===== src/verilog/ddr_settings.svh =====
// DDR controller settings
`ifndef DDR_SETTINGS_SVH
`define DDR_SETTINGS_SVH

// memory geometry
`define DDR_DATA_W 16
`define DDR_ROW_W 13
`define DDR_COL_W 10
`define DDR_BA_W 2
// one bank-select bit, then row, then column
`define DDR_USR_ADDR_W 24

// beats per access
`define DDR_BURST_LEN 2
// clk cycles from READ to the first beat
`define DDR_CAS_CYC 3
// mode register latency field for CL 3
`define DDR_CAS_CODE 3'b011

// timing counts in clk cycles
// tRCD must be at least 2 since a state sits between ACTIVE and READ/WRITE
`define DDR_T_RP 4
`define DDR_T_MRD 3
`define DDR_T_RFC 15
`define DDR_T_RCD 4
`define DDR_T_WR 3
`define DDR_T_DQSS 2

// long waits, kept short for simulation
// real parts want 200 cycles after the DLL enable
`define DDR_DLL_WAIT_CYC 20
// stands in for the 200 us power-up wait
`define DDR_INIT_WAIT_CYC 50
// auto refresh interval
`define DDR_REFRESH_CYC 400

// width of the wait and interval counters
`define DDR_CNT_W 16

`endif


===== src/verilog/ddr_pkg.sv =====
// DDR controller types
`include "ddr_settings.svh"

package ddr_pkg;

	// user side words
	typedef logic [`DDR_USR_ADDR_W-1:0] usr_addr_t;
	typedef logic [2*`DDR_DATA_W-1:0] usr_word_t;
	// one beat on the dq bus
	typedef logic [`DDR_DATA_W-1:0] dq_word_t;

	// address fields
	typedef logic [`DDR_ROW_W-1:0] row_t;
	typedef logic [`DDR_COL_W-1:0] col_t;
	typedef logic [`DDR_BA_W-1:0] ba_t;
	// the address pins carry a row, a column or a mode word
	typedef logic [`DDR_ROW_W-1:0] mem_addr_t;

	// command pins, all active low
	typedef struct packed {
		logic cs;
		logic ras;
		logic cas;
		logic we;
	} ddr_cmd_t;

	// everything the scheduler drives toward the part
	typedef struct packed {
		logic cke;
		ddr_cmd_t cmd;
		ba_t ba;
		mem_addr_t addr;
	} mem_bus_t;

	// operations requested during power-up
	typedef enum logic [2:0] {
		op_nop,
		op_precharge_all,
		op_load_ext_mode,
		op_load_mode_dll_rst,
		op_load_mode,
		op_auto_refresh
	} init_op_t;

	// power-up steps in issue order
	typedef enum logic [3:0] {
		is_settle,
		is_nop,
		is_pre_1,
		is_ext_mode,
		is_mode_dll_rst,
		is_pre_2,
		is_refresh_1,
		is_refresh_2,
		is_mode,
		is_done
	} init_state_t;

	// command scheduler states
	typedef enum logic [3:0] {
		cs_idle,
		cs_init_wait,
		cs_activate,
		cs_read,
		cs_read_data,
		cs_write,
		cs_write_data,
		cs_refresh,
		cs_recover
	} cmd_state_t;

endpackage


===== src/verilog/ddr_init_seq.sv =====
// DDR power-up sequencer
`timescale 1ns/1ps
`include "ddr_settings.svh"

module ddr_init_seq (
	input  logic              clk,
	input  logic              rst,
	input  logic              op_done,
	output logic              init_req,
	output ddr_pkg::init_op_t init_op,
	output logic              init_done,
	output logic              cke_en
);
	import ddr_pkg::*;

	localparam logic [`DDR_CNT_W-1:0] settle_last = `DDR_CNT_W'(`DDR_INIT_WAIT_CYC - 1);

	init_state_t state;
	init_state_t next_step;
	logic [`DDR_CNT_W-1:0] settle_cnt;

	// operation carried by each step
	function automatic init_op_t step_op(input init_state_t s);
		init_op_t op;
		case (s)
			is_pre_1, is_pre_2: op = op_precharge_all;
			is_ext_mode: op = op_load_ext_mode;
			is_mode_dll_rst: op = op_load_mode_dll_rst;
			is_refresh_1, is_refresh_2: op = op_auto_refresh;
			is_mode: op = op_load_mode;
			default: op = op_nop;
		endcase
		return op;
	endfunction

	// fixed step order
	always_comb begin
		case (state)
			is_nop: next_step = is_pre_1;
			is_pre_1: next_step = is_ext_mode;
			is_ext_mode: next_step = is_mode_dll_rst;
			is_mode_dll_rst: next_step = is_pre_2;
			is_pre_2: next_step = is_refresh_1;
			is_refresh_1: next_step = is_refresh_2;
			is_refresh_2: next_step = is_mode;
			default: next_step = is_done;
		endcase
	end

	always_ff @(posedge clk) begin
		if (rst) begin
			state <= is_settle;
			settle_cnt <= '0;
			init_req <= 1'b0;
			init_op <= op_nop;
			init_done <= 1'b0;
			cke_en <= 1'b0;
		end else begin
			case (state)
				is_settle: begin
					// cke stays low for the whole settling wait
					if (settle_cnt == settle_last) begin
						state <= is_nop;
						cke_en <= 1'b1;
						init_req <= 1'b1;
						init_op <= op_nop;
					end else begin
						settle_cnt <= settle_cnt + 1'b1;
					end
				end
				is_done: begin
					// parked until the next reset
				end
				default: begin
					// request held until the scheduler reports it finished
					if (op_done) begin
						state <= next_step;
						init_op <= step_op(next_step);
						if (next_step == is_done) begin
							init_req <= 1'b0;
							init_done <= 1'b1;
						end
					end
				end
			endcase
		end
	end

endmodule


===== src/verilog/ddr_cmd_fsm.sv =====
// DDR command scheduler
`timescale 1ns/1ps
`include "ddr_settings.svh"

module ddr_cmd_fsm (
	input  logic               clk,
	input  logic               rst,
	input  logic               init_req,
	input  ddr_pkg::init_op_t  init_op,
	input  logic               init_done,
	input  logic               cke_en,
	output logic               op_done,
	input  logic               cmd_vld,
	input  logic               cmd_write,
	input  ddr_pkg::usr_addr_t addr,
	output ddr_pkg::mem_bus_t  mem,
	output logic               busy,
	output logic               ready,
	output logic               wr_start,
	output logic               rd_start
);
	import ddr_pkg::*;

	// cs ras cas we
	localparam ddr_cmd_t cmd_desel = '{cs: 1'b1, ras: 1'b1, cas: 1'b1, we: 1'b1};
	localparam ddr_cmd_t cmd_nop = '{cs: 1'b0, ras: 1'b1, cas: 1'b1, we: 1'b1};
	localparam ddr_cmd_t cmd_act = '{cs: 1'b0, ras: 1'b0, cas: 1'b1, we: 1'b1};
	localparam ddr_cmd_t cmd_read = '{cs: 1'b0, ras: 1'b1, cas: 1'b0, we: 1'b1};
	localparam ddr_cmd_t cmd_wr = '{cs: 1'b0, ras: 1'b1, cas: 1'b0, we: 1'b0};
	localparam ddr_cmd_t cmd_pre = '{cs: 1'b0, ras: 1'b0, cas: 1'b1, we: 1'b0};
	localparam ddr_cmd_t cmd_ref = '{cs: 1'b0, ras: 1'b0, cas: 1'b0, we: 1'b1};
	localparam ddr_cmd_t cmd_lmr = '{cs: 1'b0, ras: 1'b0, cas: 1'b0, we: 1'b0};

	// A10 means all banks on precharge and auto precharge on READ/WRITE
	localparam mem_addr_t a10_bit = mem_addr_t'(1 << 10);
	localparam logic [`DDR_CNT_W-1:0] refresh_last = `DDR_CNT_W'(`DDR_REFRESH_CYC - 1);

	cmd_state_t state;
	logic [`DDR_CNT_W-1:0] wait_cnt;
	logic [`DDR_CNT_W-1:0] refresh_cnt;
	logic refresh_due;
	logic refresh_tick;
	logic wait_over;
	logic accept;
	// latched user request
	ba_t lat_ba;
	col_t lat_col;
	logic lat_write;

	// counter load for a wait of n cycles where the state exit adds one
	function automatic logic [`DDR_CNT_W-1:0] wait_of(input int cycles);
		return `DDR_CNT_W'(cycles - 1);
	endfunction

	// base mode register with sequential bursts
	function automatic mem_addr_t mode_word(input logic dll_rst);
		mem_addr_t word;
		word = '0;
		word[2:0] = 3'($clog2(`DDR_BURST_LEN));
		word[6:4] = `DDR_CAS_CODE;
		word[8] = dll_rst;
		return word;
	endfunction

	assign wait_over = (wait_cnt == '0);
	assign refresh_tick = init_done && (refresh_cnt == refresh_last);
	assign accept = cmd_vld && ready && !busy;

	// refresh interval counter runs once power-up is finished
	always_ff @(posedge clk) begin
		if (rst) begin
			refresh_cnt <= '0;
			refresh_due <= 1'b0;
		end else begin
			if (refresh_tick) begin
				refresh_cnt <= '0;
			end else if (init_done) begin
				refresh_cnt <= refresh_cnt + 1'b1;
			end
			if (refresh_tick) begin
				refresh_due <= 1'b1;
			end else if (state == cs_refresh) begin
				refresh_due <= 1'b0;
			end
		end
	end

	always_ff @(posedge clk) begin
		if (rst) begin
			state <= cs_idle;
			wait_cnt <= '0;
			busy <= 1'b0;
			ready <= 1'b0;
			op_done <= 1'b0;
			wr_start <= 1'b0;
			rd_start <= 1'b0;
			mem.cke <= 1'b0;
			mem.cmd <= cmd_desel;
			mem.ba <= '0;
			mem.addr <= '0;
		end else begin
			// strobes and the command bus fall back every cycle
			op_done <= 1'b0;
			wr_start <= 1'b0;
			rd_start <= 1'b0;
			mem.cke <= cke_en;
			mem.cmd <= cke_en ? cmd_nop : cmd_desel;
			ready <= init_done;
			case (state)
				cs_idle: begin
					if (refresh_due) begin
						busy <= 1'b1;
						state <= cs_refresh;
					end else if (!init_done) begin
						// op_done still high means the sequencer has not moved on yet
						if (init_req && !op_done) begin
							state <= cs_init_wait;
							case (init_op)
								op_precharge_all: begin
									mem.cmd <= cmd_pre;
									mem.addr <= a10_bit;
									wait_cnt <= wait_of(`DDR_T_RP);
								end
								op_load_ext_mode: begin
									// DLL enabled and full drive strength are both zero
									mem.cmd <= cmd_lmr;
									mem.ba <= ba_t'(1);
									mem.addr <= '0;
									wait_cnt <= wait_of(`DDR_DLL_WAIT_CYC);
								end
								op_load_mode_dll_rst: begin
									mem.cmd <= cmd_lmr;
									mem.ba <= ba_t'(0);
									mem.addr <= mode_word(1'b1);
									wait_cnt <= wait_of(`DDR_T_MRD);
								end
								op_load_mode: begin
									mem.cmd <= cmd_lmr;
									mem.ba <= ba_t'(0);
									mem.addr <= mode_word(1'b0);
									wait_cnt <= wait_of(`DDR_T_MRD);
								end
								op_auto_refresh: begin
									mem.cmd <= cmd_ref;
									wait_cnt <= wait_of(`DDR_T_RFC);
								end
								default: begin
									// plain NOP with cke now high
									wait_cnt <= wait_of(1);
								end
							endcase
						end
					end else if (accept) begin
						// top address bit picks bank 2 or bank 1
						lat_ba <= addr[`DDR_USR_ADDR_W-1] ? ba_t'(2) : ba_t'(1);
						lat_col <= addr[`DDR_COL_W-1:0];
						lat_write <= cmd_write;
						mem.cmd <= cmd_act;
						mem.ba <= addr[`DDR_USR_ADDR_W-1] ? ba_t'(2) : ba_t'(1);
						mem.addr <= addr[`DDR_ROW_W+`DDR_COL_W-1:`DDR_COL_W];
						busy <= 1'b1;
						wait_cnt <= wait_of(`DDR_T_RCD - 1);
						state <= cs_activate;
					end else if (refresh_tick) begin
						// raised early so no strobe slips in ahead of the refresh
						busy <= 1'b1;
					end
				end
				cs_init_wait: begin
					if (wait_over) begin
						op_done <= 1'b1;
						state <= cs_idle;
					end else begin
						wait_cnt <= wait_cnt - 1'b1;
					end
				end
				cs_activate: begin
					// tRCD
					if (wait_over) begin
						state <= lat_write ? cs_write : cs_read;
					end else begin
						wait_cnt <= wait_cnt - 1'b1;
					end
				end
				cs_read: begin
					mem.cmd <= cmd_read;
					mem.ba <= lat_ba;
					mem.addr <= a10_bit | mem_addr_t'(lat_col);
					wait_cnt <= wait_of(`DDR_CAS_CYC);
					state <= cs_read_data;
				end
				cs_read_data: begin
					// first beat is on dq_in when rd_start shows
					if (wait_over) begin
						rd_start <= 1'b1;
						wait_cnt <= wait_of(`DDR_BURST_LEN - 1 + `DDR_T_RP);
						state <= cs_recover;
					end else begin
						wait_cnt <= wait_cnt - 1'b1;
					end
				end
				cs_write: begin
					mem.cmd <= cmd_wr;
					mem.ba <= lat_ba;
					mem.addr <= a10_bit | mem_addr_t'(lat_col);
					wr_start <= 1'b1;
					wait_cnt <= wait_of(`DDR_T_DQSS + `DDR_BURST_LEN);
					state <= cs_write_data;
				end
				cs_write_data: begin
					// runs to the end of the last beat and then through tWR and tRP
					if (wait_over) begin
						wait_cnt <= wait_of(`DDR_T_WR + `DDR_T_RP);
						state <= cs_recover;
					end else begin
						wait_cnt <= wait_cnt - 1'b1;
					end
				end
				cs_refresh: begin
					mem.cmd <= cmd_ref;
					wait_cnt <= wait_of(`DDR_T_RFC);
					state <= cs_recover;
				end
				cs_recover: begin
					if (wait_over) begin
						// a refresh that came due during the transfer or comes due now goes first
						if (refresh_due || refresh_tick) begin
							state <= cs_refresh;
						end else begin
							busy <= 1'b0;
							state <= cs_idle;
						end
					end else begin
						wait_cnt <= wait_cnt - 1'b1;
					end
				end
				default: begin
					state <= cs_idle;
				end
			endcase
		end
	end

endmodule


===== src/verilog/ddr_data_path.sv =====
// DDR data path
`timescale 1ns/1ps
`include "ddr_settings.svh"

module ddr_data_path (
	input  logic               clk,
	input  logic               rst,
	input  logic               wr_start,
	input  logic               rd_start,
	input  ddr_pkg::usr_word_t wr_data,
	input  ddr_pkg::dq_word_t  dq_in,
	output ddr_pkg::dq_word_t  dq_out,
	output logic               dq_oe,
	output logic [1:0]         dqs,
	output ddr_pkg::usr_word_t rd_data,
	output logic               rd_vld
);
	import ddr_pkg::*;

	// wr_line[k] is high k cycles after the WRITE command
	logic [`DDR_T_DQSS-1:0] wr_dly;
	logic [`DDR_T_DQSS:0] wr_line;
	logic beat_hi;
	logic beat_lo;
	dq_word_t wr_lo;
	dq_word_t rd_hi;
	logic rd_second;

	assign wr_line = {wr_dly, wr_start};
	// launch each beat one edge before its bus cycle
	assign beat_hi = wr_line[`DDR_T_DQSS-1];
	assign beat_lo = wr_line[`DDR_T_DQSS];

	always_ff @(posedge clk) begin
		if (rst) begin
			wr_dly <= '0;
			dq_oe <= 1'b0;
			dqs <= 2'b00;
			rd_second <= 1'b0;
			rd_vld <= 1'b0;
		end else begin
			wr_dly <= wr_line[`DDR_T_DQSS-1:0];
			dq_oe <= beat_hi || beat_lo;
			// both byte strobes flip once per beat
			if (beat_hi || beat_lo) begin
				dqs <= ~dqs;
			end
			rd_second <= rd_start;
			rd_vld <= rd_second;
		end
	end

	// beat data and read capture
	always_ff @(posedge clk) begin
		// high half goes out first, wr_data has to be stable until then
		if (beat_hi) begin
			dq_out <= wr_data[2*`DDR_DATA_W-1:`DDR_DATA_W];
			wr_lo <= wr_data[`DDR_DATA_W-1:0];
		end else if (beat_lo) begin
			dq_out <= wr_lo;
		end
		if (rd_start) begin
			rd_hi <= dq_in;
		end
		if (rd_second) begin
			rd_data <= {rd_hi, dq_in};
		end
	end

endmodule


===== src/verilog/ddr_controller.sv =====
// DDR controller top
`timescale 1ns/1ps
`include "ddr_settings.svh"

module ddr_controller (
	input  logic               clk,
	input  logic               rst,
	input  logic               cmd_vld,
	input  logic               cmd_write,
	input  ddr_pkg::usr_addr_t addr,
	input  ddr_pkg::usr_word_t wr_data,
	input  ddr_pkg::dq_word_t  dq_in,
	output ddr_pkg::mem_bus_t  mem,
	output ddr_pkg::dq_word_t  dq_out,
	output logic               dq_oe,
	output logic [1:0]         dqs,
	output ddr_pkg::usr_word_t rd_data,
	output logic               rd_vld,
	output logic               busy,
	output logic               ready
);
	import ddr_pkg::*;

	// sequencer to scheduler
	logic init_req;
	init_op_t init_op;
	logic init_done;
	logic cke_en;
	logic op_done;
	// scheduler to data path
	logic wr_start;
	logic rd_start;

	ddr_init_seq ddr_init_seq_i (
		.clk       (clk),
		.rst       (rst),
		.op_done   (op_done),
		.init_req  (init_req),
		.init_op   (init_op),
		.init_done (init_done),
		.cke_en    (cke_en)
	);

	ddr_cmd_fsm ddr_cmd_fsm_i (
		.clk       (clk),
		.rst       (rst),
		.init_req  (init_req),
		.init_op   (init_op),
		.init_done (init_done),
		.cke_en    (cke_en),
		.op_done   (op_done),
		.cmd_vld   (cmd_vld),
		.cmd_write (cmd_write),
		.addr      (addr),
		.mem       (mem),
		.busy      (busy),
		.ready     (ready),
		.wr_start  (wr_start),
		.rd_start  (rd_start)
	);

	ddr_data_path ddr_data_path_i (
		.clk      (clk),
		.rst      (rst),
		.wr_start (wr_start),
		.rd_start (rd_start),
		.wr_data  (wr_data),
		.dq_in    (dq_in),
		.dq_out   (dq_out),
		.dq_oe    (dq_oe),
		.dqs      (dqs),
		.rd_data  (rd_data),
		.rd_vld   (rd_vld)
	);

endmodule


===== config.mk =====
export PLATFORM = sky130hd
export DESIGN_NAME = ddr_controller
export DESIGN_NICKNAME = d
export VERILOG_FILES = /design/src/verilog/ddr_pkg.sv /design/src/verilog/ddr_init_seq.sv /design/src/verilog/ddr_cmd_fsm.sv /design/src/verilog/ddr_data_path.sv /design/src/verilog/ddr_controller.sv
export VERILOG_INCLUDE_DIRS = /design/src /design/src/verilog
export SDC_FILE = /design/constraint.sdc
export NUM_CORES = 1
export LEC_CHECK = 0
export BUFFER_PORTS_ARGS = -buffer_cell sky130_fd_sc_hd__buf_2
export CORE_ASPECT_RATIO = 0.75
export CORE_MARGIN = 1
export CORE_UTILIZATION = 59
export DETAILED_ROUTE_END_ITERATION = 8
export GPL_ROUTABILITY_DRIVEN = 0
export HOLD_SLACK_MARGIN = 0.05
export PLACE_DENSITY = 0.87
export SLEW_MARGIN = 40
export SYNTH_ARGS = -nofsm -noshare
export SYNTH_HDL_FRONTEND = slang
export SYNTH_SLANG_ARGS = --single-unit

===== constraint.sdc =====
create_clock -name clk -period 5.1 [get_ports clk]
set_input_delay 1.02 -clock clk [delete_from_list [all_inputs] [get_ports clk]]
set_output_delay 1.02 -clock clk [all_outputs]
set_load 0.05 [all_outputs]

==> summary.md <==
| Metric | Value |
|---|---|
| Status | `completed` |
| IO Pins | `150` |
| Core Footprint | `13,000 um2` |
| Min Tclk post-route | `2590 ps` |
| Row cnt | `36` |
| Reg2Reg Depth | `5` |
| Flops & latches, synth | `188` |
| Die area | `13,800 um2` |
| CP required | `5460 ps` |
| Post-synth top cells | `95 x dfxtp_1, 93 x edfxtp_1, 66 x nor2_1` |
| Final setup violation count | `0` |
| Setup slack, reg-to-reg | `2510 ps` |
| GRT Util Overall | `27.1%` |
| CP Launch Type | `flop` |
| Final Util | `71.0%` |
| # clock sinks | `188` |
| Layout area overhead | `17.3%` |
| CTS Root Cell | `clkbuf_16` |
| Cts bufs inserted | `17` |
| Peak VDD IR | `0.000302 V` |
| Initial core utilization | `60.5%` |
| CP Launch Point | `ddr_init_seq_i.init_done` |
| R2R Path End | `ddr_cmd_fsm_i.wait_cnt[13]` |
| Hold Fails Final Rpt | `0` |
| Largest cells by area after synthesis | `edfxtp_1 36%, dfxtp_1 24%, nor2_1 3.2%, xor2_1 2.8%, a21oi_1 2.7%` |
| Fin crit share | `50.8%` |
| Mapped Area | `7850 um2` |
| Number of global-route vias before repair | `5,620` |
| Crit path DAT | `2950 ps` |
| Critical Path End | `ddr_cmd_fsm_i.wait_cnt[13]` |
| IO Port Bufs | `149` |
| Avg WL per Cell | `18.1 um` |
| Count leader, synth | `dfxtp_1` |
| TNS Setup | `0 ps` |
| Height of the die | `102 um` |
| Drt initial violations | `479` |
| Pre-antenna DRT Iters | `5` |
| Synth unique cells | `65` |
| Achievable frequency | `386 MHz` |
| Clock slew at reported path FFs | `70 ps` |
| Sequential area share after synthesis | `59.8%` |
| Nets | `914` |
| Total chip power | `3.70 mW` |
| Mapped Nets | `790` |
| Slew margin rel. | `45.5%` |
| CTS tree | `built` |
| Drt total wl | `18.4 mm` |
| Yosys top cell area share | `35.6%` |
| First-pass GRT wire length | `28.7 mm` |
| ANT nets after route | `0` |
| Diode count | `0` |
| DR vias/cell | `5.99` |
| # hold bufs at CTS | `0` |
| Initial antenna violation count | `0` |
| Post-synth top flop | `dfxtp_1` |
| Synth warnings | `0` |
| Maxcap violations | `0` |
| Gate Count Post-Synth | `709` |
| Async S/R FF share, synth | `0%` |
| Chip Width | `135 um` |
| HP Class | `reg -> reg` |
| Crit path kind | `reg -> reg` |
| CP Capture Type | `flop` |
| Number of post-CTS setup repair buffers | `0` |
| Reg-to-Reg Start | `ddr_init_seq_i.init_done` |
| Cell Pwr Density | `401 nW/um2` |
| Fin. max-slew vios | `0` |
| Cell type with the largest total area after synthesis | `edfxtp_1` |
| PostCTS Resize Cnt | `0` |
| Clock Path Buffers | `2` |
| Share of cells above drive strength 1 | `25.7%` |
| Vias | `6,091` |
| Avg Synthesized Cell Area | `11.1 um2` |
| Reg area | `4700 um2` |
| Crit-path max FO | `19` |
| Total of fill cells in the finished design | `897` |
| RSZ-0062 raised after global routing | `false` |
| Largest net degree at the start of global routing | `61` |
| Number of synthesized flops with an enable pin | `93` |
| Worst slew pin tran | `817 ps` |
| DRC | `0` |
| Final HPWL DP | `12.8 mm` |
| CTS H-tree lvls | `4` |
| Clock skew | `11.6 ps` |
| Multi-input gate area | `2920 um2` |
| Static leakage | `3.45 nW` |
| Worst-Skew Late Latency | `430 ps` |
| Grt ovf | `0` |
-- power by group --
group	switching [mW]	internal, mW	total (mW)
combinational	0.466	0.266	0.733
clock	0.585	0.650	1.23
sequential	0.0846	1.64	1.73
-- registers in the layout (all words and copies together), names as in the netlist, 2 cells and up --
register and cells:
ddr_cmd_fsm_i.refresh_cnt 16, ddr_init_seq_i.state 4, ddr_cmd_fsm_i.wait_cnt 16, ddr_data_path_i.dq_out 16
ddr_cmd_fsm_i.lat_ba 2, ddr_data_path_i.dqs 2, ddr_data_path_i.wr_lo 16, ddr_data_path_i.rd_hi 16
ddr_init_seq_i.init_op 3, ddr_data_path_i.rd_data 32, ddr_data_path_i.wr_dly 2, ddr_init_seq_i.settle_cnt 16
ddr_cmd_fsm_i.mem 20, ddr_cmd_fsm_i.state 4, ddr_cmd_fsm_i.lat_col 10
-- how the worst min path moves through the flow --
stage                              start                           to  cells past startpoint
2_1_floorplan   ddr_data_path_i.rd_hi[0]  ddr_data_path_i.rd_data[16]                      0
3_3_place_gp    ddr_data_path_i.rd_hi[7]  ddr_data_path_i.rd_data[23]                      0
3_5_place_dp   ddr_data_path_i.rd_hi[13]  ddr_data_path_i.rd_data[29]                      0
4_1_cts        ddr_data_path_i.rd_hi[13]  ddr_data_path_i.rd_data[29]                      0
5_1_grt         ddr_data_path_i.rd_hi[7]  ddr_data_path_i.rd_data[23]                      0
6_report       ddr_data_path_i.rd_hi[13]  ddr_data_path_i.rd_data[29]                      0
-- critical path, stage by stage, from the launching register on --
cell,delay (ps)
dfxtp_1,500
nor4b_2,720
a211o_1,270
o211ai_2,330
or4_1,530
a21oi_1,160
-- final cells by class --
class / count / area share (%)
inverters: 17 / 0.693
flip-flops and latches: 188 / 51.0
clock buffers: 20 / 4.85
well taps: 171 / 2.32
multi-input cells: 456 / 31.7
repair buffers: 153 / 8.42
clock inverters: 12 / 1.09
-- cells by family (layout without fill, tap and decap cells) --
group	Yosys count	count (layout)	share of synthesized area, %
fa+ha+maj	5	5	0.797
xor+xnor	34	34	3.79
simple gates	260	260	17.8
mux	22	22	3.06
buf+inv	65	202	3.19
flops	188	188	59.8
compound gates	135	135	11.6
-- placed cells by master (no fill, tap or decap), drive strengths merged, types with 10 or more instances in the layout --
cell    synthesis  layout
inv            17      25
or3            12      12
nand3          30      30
or4            10      10
nor2           66      66
dfxtp          95      95
nand2          44      44
clkbuf         37      20
o31ai          10      10
xor2           25      25
buf            11     153
mux2           16      16
nor2b          10      10
o21ai          22      22
o211ai         11      11
nand4          17      17
a21oi          44      44
edfxtp         93      93
-- layer usage --
| metal | vias to the layer above | GRT usage [%] | routed length, um |
|---|---|---|---|
| met5 | - | 0 | 0 |
| met4 | 0 | 8.21 | 242 |
| met3 | 31 | 7.09 | 1570 |
| met2 | 295 | 45.3 | 9010 |
| met1 | 2890 | 34.9 | 7630 |
| li1 | 2875 | - | - |
-- metrics by stage --
step                hold WS, ps  cells  instance area, um2  setup WS, ps
finish                      420   1017                9210          2510
global route                429   1017                9210          2330
CTS                         421   1017                9200          2060
detailed placement          406    985                8660          2060
global placement            401    985                8660          2260
floorplan                   400    709                7850          2440
No activity file was read; power rests on OpenSTA's default activity.
